File: config.mk
export PLATFORM = sky130hd
export DESIGN_NAME = controlUnit
export DESIGN_NICKNAME = d
export VERILOG_FILES = /design/src/common/ctrlPkg.sv /design/src/control/controlUnit.sv /design/src/control/controlWordGen.sv /design/src/control/stepSequencer.sv /design/src/logic/irqArbiter.sv /design/src/logic/instrDecoder.sv
export SDC_FILE = /design/constraint.sdc
export NUM_CORES = 1
export LEC_CHECK = 0
export ABC_AREA = 1
export BUFFER_PORTS_ARGS = -buffer_cell sky130_fd_sc_hd__buf_4
export CORE_MARGIN = 2
export CORE_UTILIZATION = 51
export CTS_CLUSTER_DIAMETER = 30
export DETAILED_ROUTE_END_ITERATION = 12
export PLACE_DENSITY = 0.84
export SKIP_CTS_REPAIR_TIMING = 1
export SYNTH_ARGS = -nofsm -noshare
export SYNTH_HDL_FRONTEND = slang
export SYNTH_SLANG_ARGS = --single-unit
export TNS_END_PERCENT = 1
File: constraint.sdc
create_clock -name clk -period 3.8 [get_ports clk]
set_input_delay 0.38 -clock clk [delete_from_list [all_inputs] [get_ports clk]]
set_output_delay 0.38 -clock clk [all_outputs]
set_load 0.05 [all_outputs]
File: src/common/ctrlPkg.sv
package ctrlPkg;

    // **************************************************
    // widths and constants
    localparam int instrWidth = 16;                     // instruction word
    localparam int dataWidth  = 8;                      // datapath bytes
    localparam int irqCount   = 4;                      // request lines, 0 wins
    localparam logic [3:0] spLowReg = 4'd14;            // low stack pointer byte
    localparam logic [dataWidth-1:0] incConst = 8'd1;   // post-increment / pop
    localparam logic [dataWidth-1:0] decConst = 8'd255; // post-decrement / push

    typedef logic [instrWidth-1:0] instr_t;

    // **************************************************
    // encodings
    typedef enum logic [3:0] {
        clsRegImm,                  // alu op with imm8, LDI too
        clsIo,                      // IN / OUT
        clsRegReg,                  // two register alu op
        clsRegOnly,                 // single register alu op
        clsPtrMem,                  // pointer load / store
        clsBranch,                  // relative branch or indirect jump
        clsJump,
        clsCall,
        clsRet,
        clsNop,
        clsHalt,
        clsIllegal
    } instrClass_e;

    typedef enum logic [2:0] {
        condAlways, condCarrySet, condCarryClr, condZeroSet,
        condZeroClr, condNegSet, condNegClr, condAlwaysAlt
    } condCode_e;

    typedef enum logic [2:0] {
        stPart1, stPart2, stPart3, stJump, stCall, stIrq, stStart
    } seqState_e;

    typedef enum logic [2:0] {
        pcCurrent, pcPlusOne, pcIrqVector, pcFromInstr, pcBranch, pcFromStack, pcIndirect
    } pcSrc_e;

    typedef enum logic [2:0] {
        dataAlu, dataRetHigh, dataRetLow, dataCurHigh, dataCurLow
    } dMemData_e;

    typedef enum logic [1:0] {
        addrPtr, addrPort, addrPtrPlusOne
    } dMemAddr_e;

    typedef enum logic [1:0] {
        srcRegB, srcMask4, srcImm8
    } aluSrcB_e;

    typedef enum logic [1:0] {
        statAluFlags, statAluOut, statMem, statIrqOff
    } statusSrc_e;

    // **************************************************
    // bundles
    typedef struct packed {
        logic carry;
        logic zero;
        logic negative;
        logic irqEnable;
    } statusFlags_t;

    typedef struct packed {
        instrClass_e cls;
        logic        condMet;       // condition field vs flags
        logic        dirBit;        // store / out / indirect
        logic [3:0]  aluMode;       // ptr class: bit0 is post-decrement
        logic [3:0]  regB;
    } decodedInstr_t;

    typedef struct packed {
        logic                 regFileLoadMem;   // reg write data from memory
        logic [3:0]           regBSelect;
        logic                 regWrite;
        logic                 regAdd;           // add regConst to pair
        logic [dataWidth-1:0] regConst;
        logic                 aluSrcAStatus;
        aluSrcB_e             aluSrcB;
        logic [3:0]           aluMode;
        dMemData_e            dMemData;
        dMemAddr_e            dMemAddr;
        logic                 dMemWrite;
        logic                 dMemRead;
        statusSrc_e           statusSrc;
        logic                 flagEnable;
        pcSrc_e               pcSrc;
        logic                 iMemRead;
        logic                 pcWriteEn;
    } ctrlWord_t;

endpackage
File: src/control/controlUnit.sv
`timescale 1ns/1ps

module controlUnit #(
    parameter int startDelay    = 40,   // cycles held in stStart
    parameter int irqVectorBase = 20,
    parameter int irqVectorStep = 10
) (
    input  logic                          clk,
    input  logic                          rst,
    input  ctrlPkg::instr_t               instr,
    input  ctrlPkg::statusFlags_t         flags,
    input  logic [ctrlPkg::irqCount-1:0]  irqReq,
    output ctrlPkg::ctrlWord_t            ctrl,
    output logic [15:0]                   irqVector,
    output logic [ctrlPkg::irqCount-1:0]  irqClr
);

    ctrlPkg::decodedInstr_t decoded;
    ctrlPkg::seqState_e     state;
    logic                   uninterruptible;
    logic                   irqPending;
    logic                   irqTake;    // high in stIrq
    logic                   irqEntry;   // accept decision in stPart1
    logic                   startDone;

    instrDecoder i_instrDecoder (
        .instr           (instr),
        .flags           (flags),
        .decoded         (decoded),
        .uninterruptible (uninterruptible)
    );

    irqArbiter #(
        .irqVectorBase (irqVectorBase),
        .irqVectorStep (irqVectorStep)
    ) i_irqArbiter (
        .irqReq     (irqReq),
        .irqTake    (irqTake),
        .irqPending (irqPending),
        .irqVector  (irqVector),
        .irqClr     (irqClr)
    );

    stepSequencer #(
        .startDelay (startDelay)
    ) i_stepSequencer (
        .clk             (clk),
        .rst             (rst),
        .decoded         (decoded),
        .uninterruptible (uninterruptible),
        .irqPending      (irqPending),
        .irqEnable       (flags.irqEnable),
        .state           (state),
        .startDone       (startDone),
        .irqEntry        (irqEntry),
        .irqTake         (irqTake)
    );

    controlWordGen i_controlWordGen (
        .state     (state),
        .startDone (startDone),
        .irqEntry  (irqEntry),
        .decoded   (decoded),
        .ctrl      (ctrl)
    );

endmodule

File: src/control/controlWordGen.sv
`timescale 1ns/1ps

module controlWordGen (
    input  ctrlPkg::seqState_e     state,
    input  logic                   startDone,
    input  logic                   irqEntry,
    input  ctrlPkg::decodedInstr_t decoded,
    output ctrlPkg::ctrlWord_t     ctrl
);

    logic part1;
    logic part2;
    logic part3;

    assign part1 = (state == ctrlPkg::stPart1);
    assign part2 = (state == ctrlPkg::stPart2);
    assign part3 = (state == ctrlPkg::stPart3);

    always_comb begin
        // **************************************************
        // default: one cycle, nothing written, advance pc
        ctrl                = '0;
        ctrl.regBSelect     = decoded.regB;
        ctrl.aluSrcB        = ctrlPkg::srcRegB;
        ctrl.dMemData       = ctrlPkg::dataAlu;
        ctrl.dMemAddr       = ctrlPkg::addrPtr;
        ctrl.statusSrc      = ctrlPkg::statAluFlags;
        ctrl.pcSrc          = ctrlPkg::pcPlusOne;
        ctrl.iMemRead       = 1'b1;
        ctrl.pcWriteEn      = 1'b1;

        if (state == ctrlPkg::stStart) begin
            ctrl.statusSrc  = ctrlPkg::statIrqOff;  // keep interrupts off while waiting
            ctrl.flagEnable = 1'b1;
            ctrl.pcWriteEn  = startDone;            // first fetch
        end else if (irqEntry) begin
            ctrl.regBSelect = ctrlPkg::spLowReg;    // push low byte, sp--
            ctrl.regAdd     = 1'b1;
            ctrl.regConst   = ctrlPkg::decConst;
            ctrl.dMemData   = ctrlPkg::dataCurLow;
            ctrl.dMemWrite  = 1'b1;
            ctrl.statusSrc  = ctrlPkg::statIrqOff;
            ctrl.flagEnable = 1'b1;
            ctrl.pcSrc      = ctrlPkg::pcIrqVector;
            ctrl.iMemRead   = 1'b0;                 // jump happens next step
            ctrl.pcWriteEn  = 1'b0;
        end else begin
            case (state)
                ctrlPkg::stIrq: begin
                    ctrl.regBSelect = ctrlPkg::spLowReg;    // push high byte, sp--
                    ctrl.regAdd     = 1'b1;
                    ctrl.regConst   = ctrlPkg::decConst;
                    ctrl.dMemData   = ctrlPkg::dataCurHigh;
                    ctrl.dMemWrite  = 1'b1;
                    ctrl.statusSrc  = ctrlPkg::statIrqOff;
                    ctrl.flagEnable = 1'b1;
                    ctrl.pcSrc      = ctrlPkg::pcIrqVector;
                end
                ctrlPkg::stJump: ctrl.pcSrc = ctrlPkg::pcFromInstr;   // address word
                ctrlPkg::stCall: begin
                    ctrl.regBSelect = ctrlPkg::spLowReg;
                    ctrl.regAdd     = 1'b1;
                    ctrl.regConst   = ctrlPkg::decConst;
                    ctrl.dMemData   = ctrlPkg::dataRetHigh; // return addr msbs
                    ctrl.dMemWrite  = 1'b1;
                    ctrl.pcSrc      = ctrlPkg::pcFromInstr;
                end
                default: begin
                    // **************************************************
                    // part 1..3 steps per class
                    case (decoded.cls)
                        ctrlPkg::clsRegImm: begin
                            ctrl.regWrite   = 1'b1;
                            ctrl.aluSrcB    = ctrlPkg::srcImm8;
                            ctrl.aluMode    = decoded.aluMode;
                            ctrl.flagEnable = (decoded.aluMode[2:1] != 2'b01);  // not LDI
                        end
                        ctrlPkg::clsRegReg,
                        ctrlPkg::clsRegOnly: begin
                            ctrl.regWrite   = 1'b1;
                            ctrl.aluMode    = decoded.aluMode;
                            ctrl.flagEnable = (decoded.aluMode != 4'b0001); // MOV keeps flags
                        end
                        ctrlPkg::clsIo: begin
                            ctrl.regFileLoadMem = 1'b1;
                            ctrl.regWrite       = part2;
                            ctrl.dMemAddr       = ctrlPkg::addrPort;    // imm port number
                            ctrl.dMemWrite      = decoded.dirBit;
                            ctrl.dMemRead       = !decoded.dirBit && part1;
                            ctrl.pcWriteEn      = decoded.dirBit || part2;
                            ctrl.iMemRead       = decoded.dirBit || part2;
                        end
                        ctrlPkg::clsPtrMem: begin
                            ctrl.regFileLoadMem = 1'b1;
                            ctrl.regWrite       = !decoded.dirBit && part2;
                            ctrl.regAdd         = decoded.dirBit || part2;  // step pointer once
                            ctrl.regConst       = decoded.aluMode[0] ? ctrlPkg::decConst
                                                                     : ctrlPkg::incConst;
                            ctrl.dMemWrite      = decoded.dirBit;
                            ctrl.dMemRead       = !decoded.dirBit && part1;
                            ctrl.pcWriteEn      = decoded.dirBit || part2;
                            ctrl.iMemRead       = decoded.dirBit || part2;
                        end
                        ctrlPkg::clsBranch: begin
                            if (decoded.condMet) begin
                                ctrl.pcSrc = decoded.dirBit ? ctrlPkg::pcIndirect
                                                            : ctrlPkg::pcBranch;
                            end
                        end
                        ctrlPkg::clsJump: begin     // taken: fetch address word
                            if (decoded.condMet) ctrl.pcSrc = ctrlPkg::pcCurrent;
                        end
                        ctrlPkg::clsCall: begin
                            ctrl.regBSelect = ctrlPkg::spLowReg;
                            ctrl.regAdd     = decoded.condMet;
                            ctrl.regConst   = ctrlPkg::decConst;
                            ctrl.dMemData   = ctrlPkg::dataRetLow;  // lsbs first
                            ctrl.dMemWrite  = decoded.condMet;
                            ctrl.pcWriteEn  = !decoded.condMet;     // pc held for msbs
                            if (decoded.condMet) ctrl.pcSrc = ctrlPkg::pcCurrent;
                        end
                        ctrlPkg::clsRet: begin
                            ctrl.regBSelect = ctrlPkg::spLowReg;    // pop via sp+1
                            ctrl.regAdd     = (part1 && decoded.condMet) || part2;
                            ctrl.regConst   = ctrlPkg::incConst;
                            ctrl.dMemAddr   = ctrlPkg::addrPtrPlusOne;
                            ctrl.dMemRead   = (part1 && decoded.condMet) || part2;
                            ctrl.pcSrc      = part1 ? ctrlPkg::pcPlusOne : ctrlPkg::pcFromStack;
                            ctrl.pcWriteEn  = (part1 && !decoded.condMet) || part3;
                            ctrl.iMemRead   = (part1 && !decoded.condMet) || part3;
                        end
                        ctrlPkg::clsHalt: begin     // sits here forever
                            ctrl.pcWriteEn = 1'b0;
                            ctrl.iMemRead  = 1'b0;
                        end
                        default: ctrl.pcWriteEn = 1'b1; // nop, illegal: skip
                    endcase
                end
            endcase
        end
    end

endmodule

File: src/control/stepSequencer.sv
`timescale 1ns/1ps

module stepSequencer #(
    parameter int startDelay = 40
) (
    input  logic                   clk,
    input  logic                   rst,
    input  ctrlPkg::decodedInstr_t decoded,
    input  logic                   uninterruptible,
    input  logic                   irqPending,
    input  logic                   irqEnable,
    output ctrlPkg::seqState_e     state,
    output logic                   startDone,
    output logic                   irqEntry,
    output logic                   irqTake
);

    localparam int cntW = $clog2(startDelay + 1);

    ctrlPkg::seqState_e nextState;
    logic [cntW-1:0]    delayCnt;   // counts only while in stStart

    // **************************************************
    // state and start delay registers
    always_ff @(posedge clk) begin
        if (rst) begin
            state    <= ctrlPkg::stStart;
            delayCnt <= '0;
        end else begin
            state    <= nextState;
            delayCnt <= (state == ctrlPkg::stStart && !startDone) ? delayCnt + 1'b1 : '0;
        end
    end

    assign startDone = (state == ctrlPkg::stStart) && (delayCnt == cntW'(startDelay));
    assign irqEntry  = (state == ctrlPkg::stPart1) && irqEnable && irqPending
                       && !uninterruptible;     // halt is never interrupted
    assign irqTake   = (state == ctrlPkg::stIrq);

    // **************************************************
    // next step
    always_comb begin
        nextState = ctrlPkg::stPart1;   // most steps end the instruction
        case (state)
            ctrlPkg::stStart: nextState = startDone ? ctrlPkg::stPart1 : ctrlPkg::stStart;
            ctrlPkg::stPart1: begin
                if (irqEntry) begin
                    nextState = ctrlPkg::stIrq;     // second push + vector
                end else begin
                    case (decoded.cls)
                        ctrlPkg::clsIo,
                        ctrlPkg::clsPtrMem: begin   // reads take a second cycle
                            if (!decoded.dirBit) nextState = ctrlPkg::stPart2;
                        end
                        ctrlPkg::clsJump: begin
                            if (decoded.condMet) nextState = ctrlPkg::stJump;
                        end
                        ctrlPkg::clsCall: begin
                            if (decoded.condMet) nextState = ctrlPkg::stCall;
                        end
                        ctrlPkg::clsRet: begin
                            if (decoded.condMet) nextState = ctrlPkg::stPart2;
                        end
                        default: nextState = ctrlPkg::stPart1;
                    endcase
                end
            end
            ctrlPkg::stPart2: begin   // only ret has a third step
                if (decoded.cls == ctrlPkg::clsRet) nextState = ctrlPkg::stPart3;
            end
            default: nextState = ctrlPkg::stPart1;
        endcase
    end

endmodule

File: src/logic/irqArbiter.sv
`timescale 1ns/1ps

module irqArbiter #(
    parameter int irqVectorBase = 20,
    parameter int irqVectorStep = 10
) (
    input  logic [ctrlPkg::irqCount-1:0] irqReq,
    input  logic                         irqTake,
    output logic                         irqPending,
    output logic [15:0]                  irqVector,
    output logic [ctrlPkg::irqCount-1:0] irqClr
);

    localparam int idxW = $clog2(ctrlPkg::irqCount);

    logic [idxW-1:0]              winIdx;
    logic [ctrlPkg::irqCount-1:0] winOneHot;

    // scan from the top so the lowest active index ends up winning
    always_comb begin
        winIdx    = '0;
        winOneHot = '0;
        for (int i = ctrlPkg::irqCount - 1; i >= 0; i--) begin
            if (irqReq[i]) begin
                winIdx    = idxW'(i);
                winOneHot = ctrlPkg::irqCount'(1) << i;
            end
        end
    end

    assign irqPending = |irqReq;
    assign irqVector  = irqPending ? 16'(irqVectorBase + int'(winIdx) * irqVectorStep)
                                   : 16'd0;    // no request, no vector
    assign irqClr     = irqTake ? winOneHot : '0;  // clear pulse in stIrq only

endmodule

File: src/logic/instrDecoder.sv
`timescale 1ns/1ps

module instrDecoder (
    input  ctrlPkg::instr_t        instr,
    input  ctrlPkg::statusFlags_t  flags,
    output ctrlPkg::decodedInstr_t decoded,
    output logic                   uninterruptible
);

    ctrlPkg::condCode_e cond;

    assign cond = ctrlPkg::condCode_e'(instr[15:13]);

    // **************************************************
    // class, first match wins
    always_comb begin
        if (instr[3:0] >= 4'h1 && instr[3:0] <= 4'h7)
            decoded.cls = ctrlPkg::clsRegImm;
        else if (instr[3:1] == 3'b100)                                  // 8 in, 9 out
            decoded.cls = ctrlPkg::clsIo;
        else if (instr[3:0] == 4'hA && instr[7:4] >= 4'h1 && instr[7:4] <= 4'h9)
            decoded.cls = ctrlPkg::clsRegReg;
        else if (instr[3:0] == 4'hF && instr[7:4] >= 4'hA && instr[11:8] == 4'h0)
            decoded.cls = ctrlPkg::clsRegOnly;
        else if (instr[3:0] == 4'hA && instr[7:4] >= 4'hC && !instr[8])
            decoded.cls = ctrlPkg::clsPtrMem;
        else if (instr[3:0] == 4'hE || (instr[8:0] == 9'h01F && !instr[12]))
            decoded.cls = ctrlPkg::clsBranch;
        else if (instr[12:0] == 13'h002F)
            decoded.cls = ctrlPkg::clsJump;
        else if (instr[12:0] == 13'h003F)
            decoded.cls = ctrlPkg::clsCall;
        else if (instr[12:0] == 13'h004F)
            decoded.cls = ctrlPkg::clsRet;
        else if (instr == 16'h0000)
            decoded.cls = ctrlPkg::clsNop;
        else if (instr == 16'hFFFF)
            decoded.cls = ctrlPkg::clsHalt;
        else
            decoded.cls = ctrlPkg::clsIllegal;
    end

    // **************************************************
    // fields
    always_comb begin
        case (decoded.cls)
            ctrlPkg::clsRegImm: decoded.aluMode = {1'b0, instr[2:0]};
            ctrlPkg::clsPtrMem: decoded.aluMode = {3'b000, instr[4]};   // post-dec select
            default:            decoded.aluMode = instr[6:3];
        endcase
        if (decoded.cls inside {ctrlPkg::clsRegReg, ctrlPkg::clsRegOnly, ctrlPkg::clsPtrMem})
            decoded.regB = instr[11:8];     // source or pointer pair
        else
            decoded.regB = instr[15:12];
        // store when bit5 low, otherwise bit0 (out / indirect)
        decoded.dirBit = (decoded.cls == ctrlPkg::clsPtrMem) ? !instr[5] : instr[0];
    end

    always_comb begin
        case (cond)
            ctrlPkg::condCarrySet: decoded.condMet = flags.carry;
            ctrlPkg::condCarryClr: decoded.condMet = !flags.carry;
            ctrlPkg::condZeroSet:  decoded.condMet = flags.zero;
            ctrlPkg::condZeroClr:  decoded.condMet = !flags.zero;
            ctrlPkg::condNegSet:   decoded.condMet = flags.negative;
            ctrlPkg::condNegClr:   decoded.condMet = !flags.negative;
            default:               decoded.condMet = 1'b1;   // both always codes
        endcase
    end

    assign uninterruptible = (decoded.cls == ctrlPkg::clsHalt);

endmodule

# Word-level counts from Yosys, hierarchy flattened
# Cells that the tools add are included.
[classes]
add_sub_neg = 2
n_mul = 1
order_cmp = 6
n_eq_ne = 33
muxes = 81
bitwise = 1
reduce_logical = 46
[ops]
columns = ["operator", "count"]
rows = [
  ["$mux 4", 20],
  ["$pmux 3 s3", 3],
  ["$pmux 9 s3", 1],
  ["$eq 13x6->1 const B", 2],
  ["$mux 2", 13],
  ["$eq 3x3->1 const B", 7],
  ["$mux 3", 7],
  ["$eq 4x4->1 const B", 5],
  ["$pmux 9 s2", 1],
  ["$logic_and 1x1->1", 17],
  ["$add 6x16->16 const A", 1],
  ["$eq 16x16->1 const B", 1],
  ["$eq 4x3->1 const B", 4],
  ["$logic_not 16->1", 1],
  ["$mux 16", 1],
  ["$mux 8", 2],
  ["$pmux 4 s2", 2],
  ["$mux 15", 1],
  ["$mux 1", 14],
  ["$reduce_or 2->1", 7],
  ["$eq 13x7->1 const B", 1],
  ["$mux 13", 1],
  ["$eq 3x2->1 const B", 4],
  ["$mux 6", 2],
  ["other kinds (29)", 52],
]
[totals]
regBits = 9
inputBits = 26
out_inout_bits = 57
wordCells = 172

# Longest topological paths before layout
# Gate-level depths: netlist (run 1).
[logic_depth]
word_depth = 20
ltp_mapped = 12

# By module
# From an unflattened synthesis (run 1), not the netlist that was laid out.
[unflattened]
cells_unflattened = 353
area_unflattened_um2 = 1861.8
[modules_own_cells]
columns = ["module", "n_inst", "cells_each", "area_each_um2"]
rows = [
  ["controlWordGen", 1, 134, 639.4],
  ["stepSequencer", 1, 80, 548.0],
  ["instrDecoder", 1, 107, 498.0],
  ["irqArbiter", 1, 32, 176.4],
]

# Least setup slack after synthesis (run 1)
# Ideal clock, no wire load.
[synth_path]
kind = "reg2out"
from = "register i_stepSequencer.state[0]"
to = "output port ctrl[24] (netlist name)"
arrival_ps = 2646
required_time_ps = 3420
slack_ps = 774
stages_incl_launch_ff = 9
n_path_buf = 1
path_cell_list = "dfxtp_1 -> nor2_2 -> nand2_1 -> clkinv_1 -> nand3_2 -> a21oi_4 -> nor2_2 -> a31oi_1 -> buf_4"
[synth_lines]
columns = ["element", "line", "rtl"]
rows = [
  ["start, declared", "stepSequencer.sv:12", "output ctrlPkg::seqState_e state,"],
  ["start signal, assigned", "stepSequencer.sv:27", "state <= ctrlPkg::stStart;"],
  ["start signal, assigned", "stepSequencer.sv:30", "state <= nextState;"],
  ["end, declared", "controlUnit.sv:13", "output ctrlPkg::ctrlWord_t ctrl,"],
]

==> flow_summary.json, run 1 <==
{
  "swShare": 0.441,
  "die_h_um": 62.0,
  "comb_power_share": 0.482,
  "synth_area_leader_cell": "nand2_1",
  "seq_area_frac_synth": 0.105,
  "p_clk_frac": 0.215,
  "period_share": 0.675,
  "nets": 412,
  "cts.sink_count": 9,
  "slew_headroom": 0.609,
  "peakVddDrop_mv": 0.258,
  "p_per_area_nw_per_um2": 149,
  "cts.reportedPaths.clkPinSlew_ns": 0.06,
  "critical_path_class": "flip-flop to output pin",
  "cp_num_buf_inv": 2,
  "clkLatencyLatePin_ns": 0.25,
  "drive_gt1_frac": 0.304,
  "seq_power_share": 0.303,
  "avgSynthCellArea_um2": 5.40,
  "cp-start-kind": "flip-flop",
  "synth_area_um2": 1720,
  "synth_area_leaders": "nand2_1, nor2_1, dfxtp_1, inv_1, nand3_1",
  "dieArea_um2": 3850,
  "p_switching_mw": 0.146,
  "cap_viol_max_count": 0,
  "globalRouteOverflowTotal": 0,
  "die_x_um": 62.0,
  "seqCellArea_um2": 180,
  "ys_ff_latch": 9,
  "synth-async-reset-ratio": 0,
  "clockBufferDepth": 2,
  "dp.final_hpwl_mm": 3.98,
  "wl_met2_mm": 2.20,
  "rsz0062_at_grt": "no",
  "cp.arrival_ns": 2.18,
  "whs_ns": 0.390,
  "p_leak_nw": 1.25,
  "multiInputGateArea_um2": 1220,
  "tightestPinTransition_ns": 0.584,
  "worstHoldPathType": "input pin to flip-flop",
  "synthFlopType": "dfxtp_1",
  "dr_wl_met3_um": 432,
  "grt_pass1_vias": 1739,
  "rows": 21,
  "path_cells": "nor2_2 > nand2_1 > clkinv_1 > nand3_2 > a21oi_4 > nor2_2 > a31oi_1 > buf_4",
  "finalHoldViolCount": 0,
  "grt_pass1_wl_mm": 7.32,
  "setup_violations": 0,
  "synth_edf_count": 0,
  "yosysMostFrequentCell": "nand2_1",
  "cp_top_family": "compound AO/OA/AOI/OAI gates",
  "crit_fanout": 7,
  "htreeDepth": 1,
  "ys_types": 36,
  "io_buffers": 69,
  "clock-root-buffer": "clkbuf_4",
  "gp_congestion": 0.919,
  "n_antenna_cell": 0,
  "vias": 2070,
  "antenna_found_initial": 0,
  "critPathMostFrequentCell": "nor2_2",
  "ys_warn_count": 0,
  "cts_buffers": 3,
  "ios": 83,
  "status": "complete, no violations",
  "post-route-min-period_ns": 2.56,
  "syn_inst": 318,
  "via_per_inst": 4.84,
  "synth_top_area_frac": 0.164,
  "drc": 0,
  "critPathSlowestCell": "a31oi_1",
  "ys_top_cells_by_count": "nand2_1, nor2_1, inv_1",
  "wl_per_cell_um": 10.7,
  "max_freq_ghz": 0.390,
  "drv_slew": 0,
  "area_delta_synth_final_pct": 28.6,
  "skew_ns": 0.00108,
  "cp.required_ns": 3.42,
  "core_area_um2": 3280,
  "fillers": 335,
  "tns_ns": 0,
  "cts_tree": "built",
  "power_mw": 0.330,
  "dr.pass1.iters": 4,
  "drt-initial-drc-count": 81,
  "met1_length_mm": 1.92,
  "max_stage_delay_ns": 0.45,
  "top_layer": "met4",
  "track_usage": 0.251,
  "initial_core_util": 0.523,
  "wl_mm": 4.57,
  "p_int_mw": 0.184,
  "grt_max_degree": 11,
  "final_antenna_net_count": 0,
  "end_kind": "output pin"
}
power groups by stage:
stage	Sequential [mW]	Clock, mW	Combinational, mW
after floorplan	0.101	0	0.119
after global placement	0.102	0	0.157
after detailed placement	0.102	0	0.158
after CTS	0.0999	0.0730	0.158
after global routing	0.101	0.0782	0.175
final	0.0999	0.0710	0.159
cells by family (layout without fill, tap and decap cells):
| family | after synthesis | count (layout) | share of synthesized area |
|---|---|---|---|
| adders and majority gates | 3 | 3 | 0.0219 |
| DFF | 9 | 9 | 0.105 |
| other | 1 | 13 | 0.00218 |
| and+or+nand+nor | 201 | 201 | 0.552 |
| AOI/OAI and AO/OA | 27 | 27 | 0.103 |
| buffers and inverters | 76 | 128 | 0.211 |
| xor gates and xnor gates | 1 | 1 | 0.00510 |
final timing paths:
kind / from / endpoint / slack (ns) / cells past startpoint
max: i_stepSequencer.state[0]$_SDFF_PP0_ / ctrl[27] / 1.24 / 8
min: rst / i_stepSequencer.state[1]$_SDFF_PP1_ / 0.39 / 3
max reg2reg: i_stepSequencer.state[0]$_SDFF_PP0_ / i_stepSequencer.state[1]$_SDFF_PP1_ / 2.29 / 8
min reg2reg: i_stepSequencer.delayCnt[3]$_SDFF_PP0_ / i_stepSequencer.delayCnt[3]$_SDFF_PP0_ / 0.47 / 2
metrics by stage:
stage                     instances  instance area, µm²   util  setup slack, ns
after floorplan                 330                1760      -            0.774
after global placement          424                2180  0.664             1.57
after detailed placement        424                2180  0.664             1.43
after CTS                       428                2210  0.672             1.23
after global routing            428                2210  0.672             1.03
final                           428                2210  0.672             1.24
worst register-to-register path, cell delays in order (launching register included):
cell	delay, ns
dfxtp_1	0.36
nor2_2	0.12
nand2_1	0.10
clkinv_1	0.12
nand3_2	0.11
a21oi_4	0.27
inv_2	0.13
nand4_1	0.09
nand4_1	0.08
layer usage:
layer  vias up  GRT usage
li1       1087          -
met5         -          0
met1       884      0.326
met3         2     0.0559
met2        97      0.433
met4         0     0.0334
registers in the layout, indices dropped and copies added (netlist names):
name                      cells
i_stepSequencer.state         3
i_stepSequencer.delayCnt      6
cell usage in the layout, fill, tap and decap left out, drive strengths merged:
cell,netlist,final
nand2,88,88
buf,21,69
nor2,64,64
inv,53,53
nand3,32,32
conb,1,13
dfxtp,9,9
a21oi,9,9
o21ai,9,9
nor3,7,7
nand4,6,6
a31oi,4,4
clkbuf,0,4
ha,3,3
nand3b,2,2
o21a,2,2
clkinv,2,2
o21bai,1,1
and2,1,1
a211oi,1,1
o211ai,1,1
xor2,1,1
nor3b,1,1
final cells by class:
type	instances	area share
Sequential cell	9	0.0816
Inverter	55	0.0941
Tap cell	46	0.0261
Timing Repair Buffer	69	0.235
Multi-Input combinational cell	245	0.552
Clock buffer	4	0.0119
Power figures use the tool's default switching activity.
==> run 2: changes to the inputs <==
Settings changed: CORE_UTILIZATION 51 to 47, PLACE_DENSITY 0.84 to 0.78.
Clock period 3.8 ns to 2.42 ns, I/O delays scaled along.
==> run 2 against run 1 <==
  * Via count grew 0.34%
  * Clock power is 68% higher
  * Worst hold slack got worse by 0.16 ns
  * First-iteration DRC count rose by 53%
  * Sequential share of layout area is 0.060 points lower
  * Total power up 59%
  * Combinational power up 57%
  * Critical path type unchanged
  * Largest power group unchanged
  * Highest routed layer unchanged
==> flow_summary.json, run 2 (synthesis results as in run 1) <==
{
  "status": "complete, no violations",
  "rows": 21,
  "gp_congestion": 0.900,
  "post-route-min-period_ns": 2.21,
  "rsz0062_at_grt": "no",
  "reg.largest.list": "i_stepSequencer.delayCnt (6), i_stepSequencer.state (3)",
  "p_per_area_nw_per_um2": 236,
  "period_share": 0.912,
  "drc": 0,
  "skew_ns": 0.00499,
  "setup_violations": 0,
  "clockBufferDepth": 2,
  "cts.reportedPaths.clkPinSlew_ns": 0.06,
  "drive_gt1_frac": 0.309,
  "top_register": "i_stepSequencer.delayCnt",
  "drv_slew": 0,
  "whs_ns": 0.232,
  "initial_core_util": 0.503,
  "p_int_mw": 0.287,
  "globalRouteOverflowTotal": 0,
  "p_leak_nw": 1.25,
  "via_per_inst": 4.85,
  "htreeDepth": 1,
  "final_common_cell": "nand2_1",
  "fin_area_um2": 2220,
  "vias": 2077,
  "p_switching_mw": 0.238,
  "die_h_um": 64.4,
  "cp-start-kind": "flip-flop",
  "finalWorstSetupSlack_ns": 0.213,
  "fillers": 360,
  "area_delta_synth_final_pct": 29.6,
  "comb_power_share": 0.475,
  "largest_reg_flops": 6,
  "finalHoldViolCount": 0,
  "final_antenna_net_count": 0,
  "cp.arrival_ns": 1.96,
  "die_x_um": 64.4,
  "cap_viol_max_count": 0,
  "clkLatencyLatePin_ns": 0.27,
  "n_antenna_cell": 0,
  "core_area_um2": 3420,
  "nets": 412,
  "clock-root-buffer": "clkbuf_4",
  "track_usage": 0.228,
  "seq_power_share": 0.298,
  "wl_per_cell_um": 10.8,
  "grt_max_degree": 11,
  "cts_tree": "built",
  "grt_pass1_wl_mm": 7.71,
  "max_freq_ghz": 0.453,
  "ios": 83,
  "crit_fanout": 7,
  "dr.pass1.iters": 5,
  "drt-initial-drc-count": 124,
  "cts_buffers": 3,
  "layout_common_cells": "nand2_1, buf_4, nor2_1",
  "wl_mm": 4.63,
  "critical_path_class": "flip-flop to output pin",
  "dieArea_um2": 4150,
  "grt_pass1_vias": 1837,
  "worstHoldPathType": "input pin to flip-flop",
  "cts.sink_count": 9,
  "p_clk_frac": 0.227,
  "fin_cells": 428,
  "peakVddDrop_mv": 0.282,
  "cp.required_ns": 2.18,
  "io_buffers": 69,
  "swShare": 0.453,
  "antenna_found_initial": 0,
  "end_kind": "output pin",
  "place_inst": 424,
  "dp.final_hpwl_mm": 3.99,
  "dp_worst_setup_slack_ns": 0.490,
  "place_area_um2": 2200
}
[run 2: cell types whose count changed in the layout (fill, tap and decap cells not counted)]
cell      previous run  this run
a31oi_1              4         3
a31oi_4              0         1
clkinv_2             1         2
clkbuf_1             1         0
[run 2: area by class of cell]
type                    instances  area (µm²)  share of cell area
repair buffers                 69         518               0.233
flip-flops and latches          9         180              0.0810
multi-input cells             245        1230               0.555
inverters                      55         208              0.0934
clock inverters                 1        5.00             0.00225
well taps                      46        57.6              0.0259
clock buffers                   3        22.5              0.0101
[run 2: critical path, cell delays in order (launching register included)]
cell and delay, ns:
dfxtp_1 0.37, nor2_2 0.12, nand2_1 0.10, clkinv_1 0.13
nand3_2 0.11, a21oi_4 0.28, nor2_2 0.10, a31oi_4 0.23
buf_4 0.25
[run 2: worst paths after layout]
| check | endpoint | slack, ns | cells past startpoint | from |
|---|---|---|---|---|
| hold / removal | i_stepSequencer.state[2]$_SDFF_PP1_ | 0.23 | 3 | rst |
| hold reg to reg | i_stepSequencer.delayCnt[3]$_SDFF_PP0_ | 0.47 | 2 | i_stepSequencer.delayCnt[3]$_SDFF_PP0_ |
| setup / recovery | ctrl[25] | 0.21 | 8 | i_stepSequencer.state[0]$_SDFF_PP0_ |
| setup reg to reg | i_stepSequencer.state[1]$_SDFF_PP1_ | 0.86 | 8 | i_stepSequencer.state[0]$_SDFF_PP0_ |
[run 2: power by group through the flow]
stage | sequential (mW) | combinational (mW) | clock (mW)
detailed placement | 0.160 | 0.248 | 0
global route | 0.157 | 0.273 | 0.130
global placement | 0.160 | 0.247 | 0
finish | 0.157 | 0.249 | 0.119
floorplan | 0.159 | 0.188 | 0
CTS | 0.157 | 0.249 | 0.122
[run 2: per-stage QoR]
stage	utilization	TNS (ns)	power [mW]
global route	0.651	0	0.560
CTS	0.651	0	0.527
detailed placement	0.643	0	0.408
floorplan	-	-0.0706	0.347
finish	0.651	0	0.525
global placement	0.643	0	0.407
[run 2: routing by layer]
metal,part of all wire,GRT usage
met3,0.082,0.0365
met2,0.47,0.414
met5,0,0
met4,0.0091,0.0372
met1,0.44,0.287
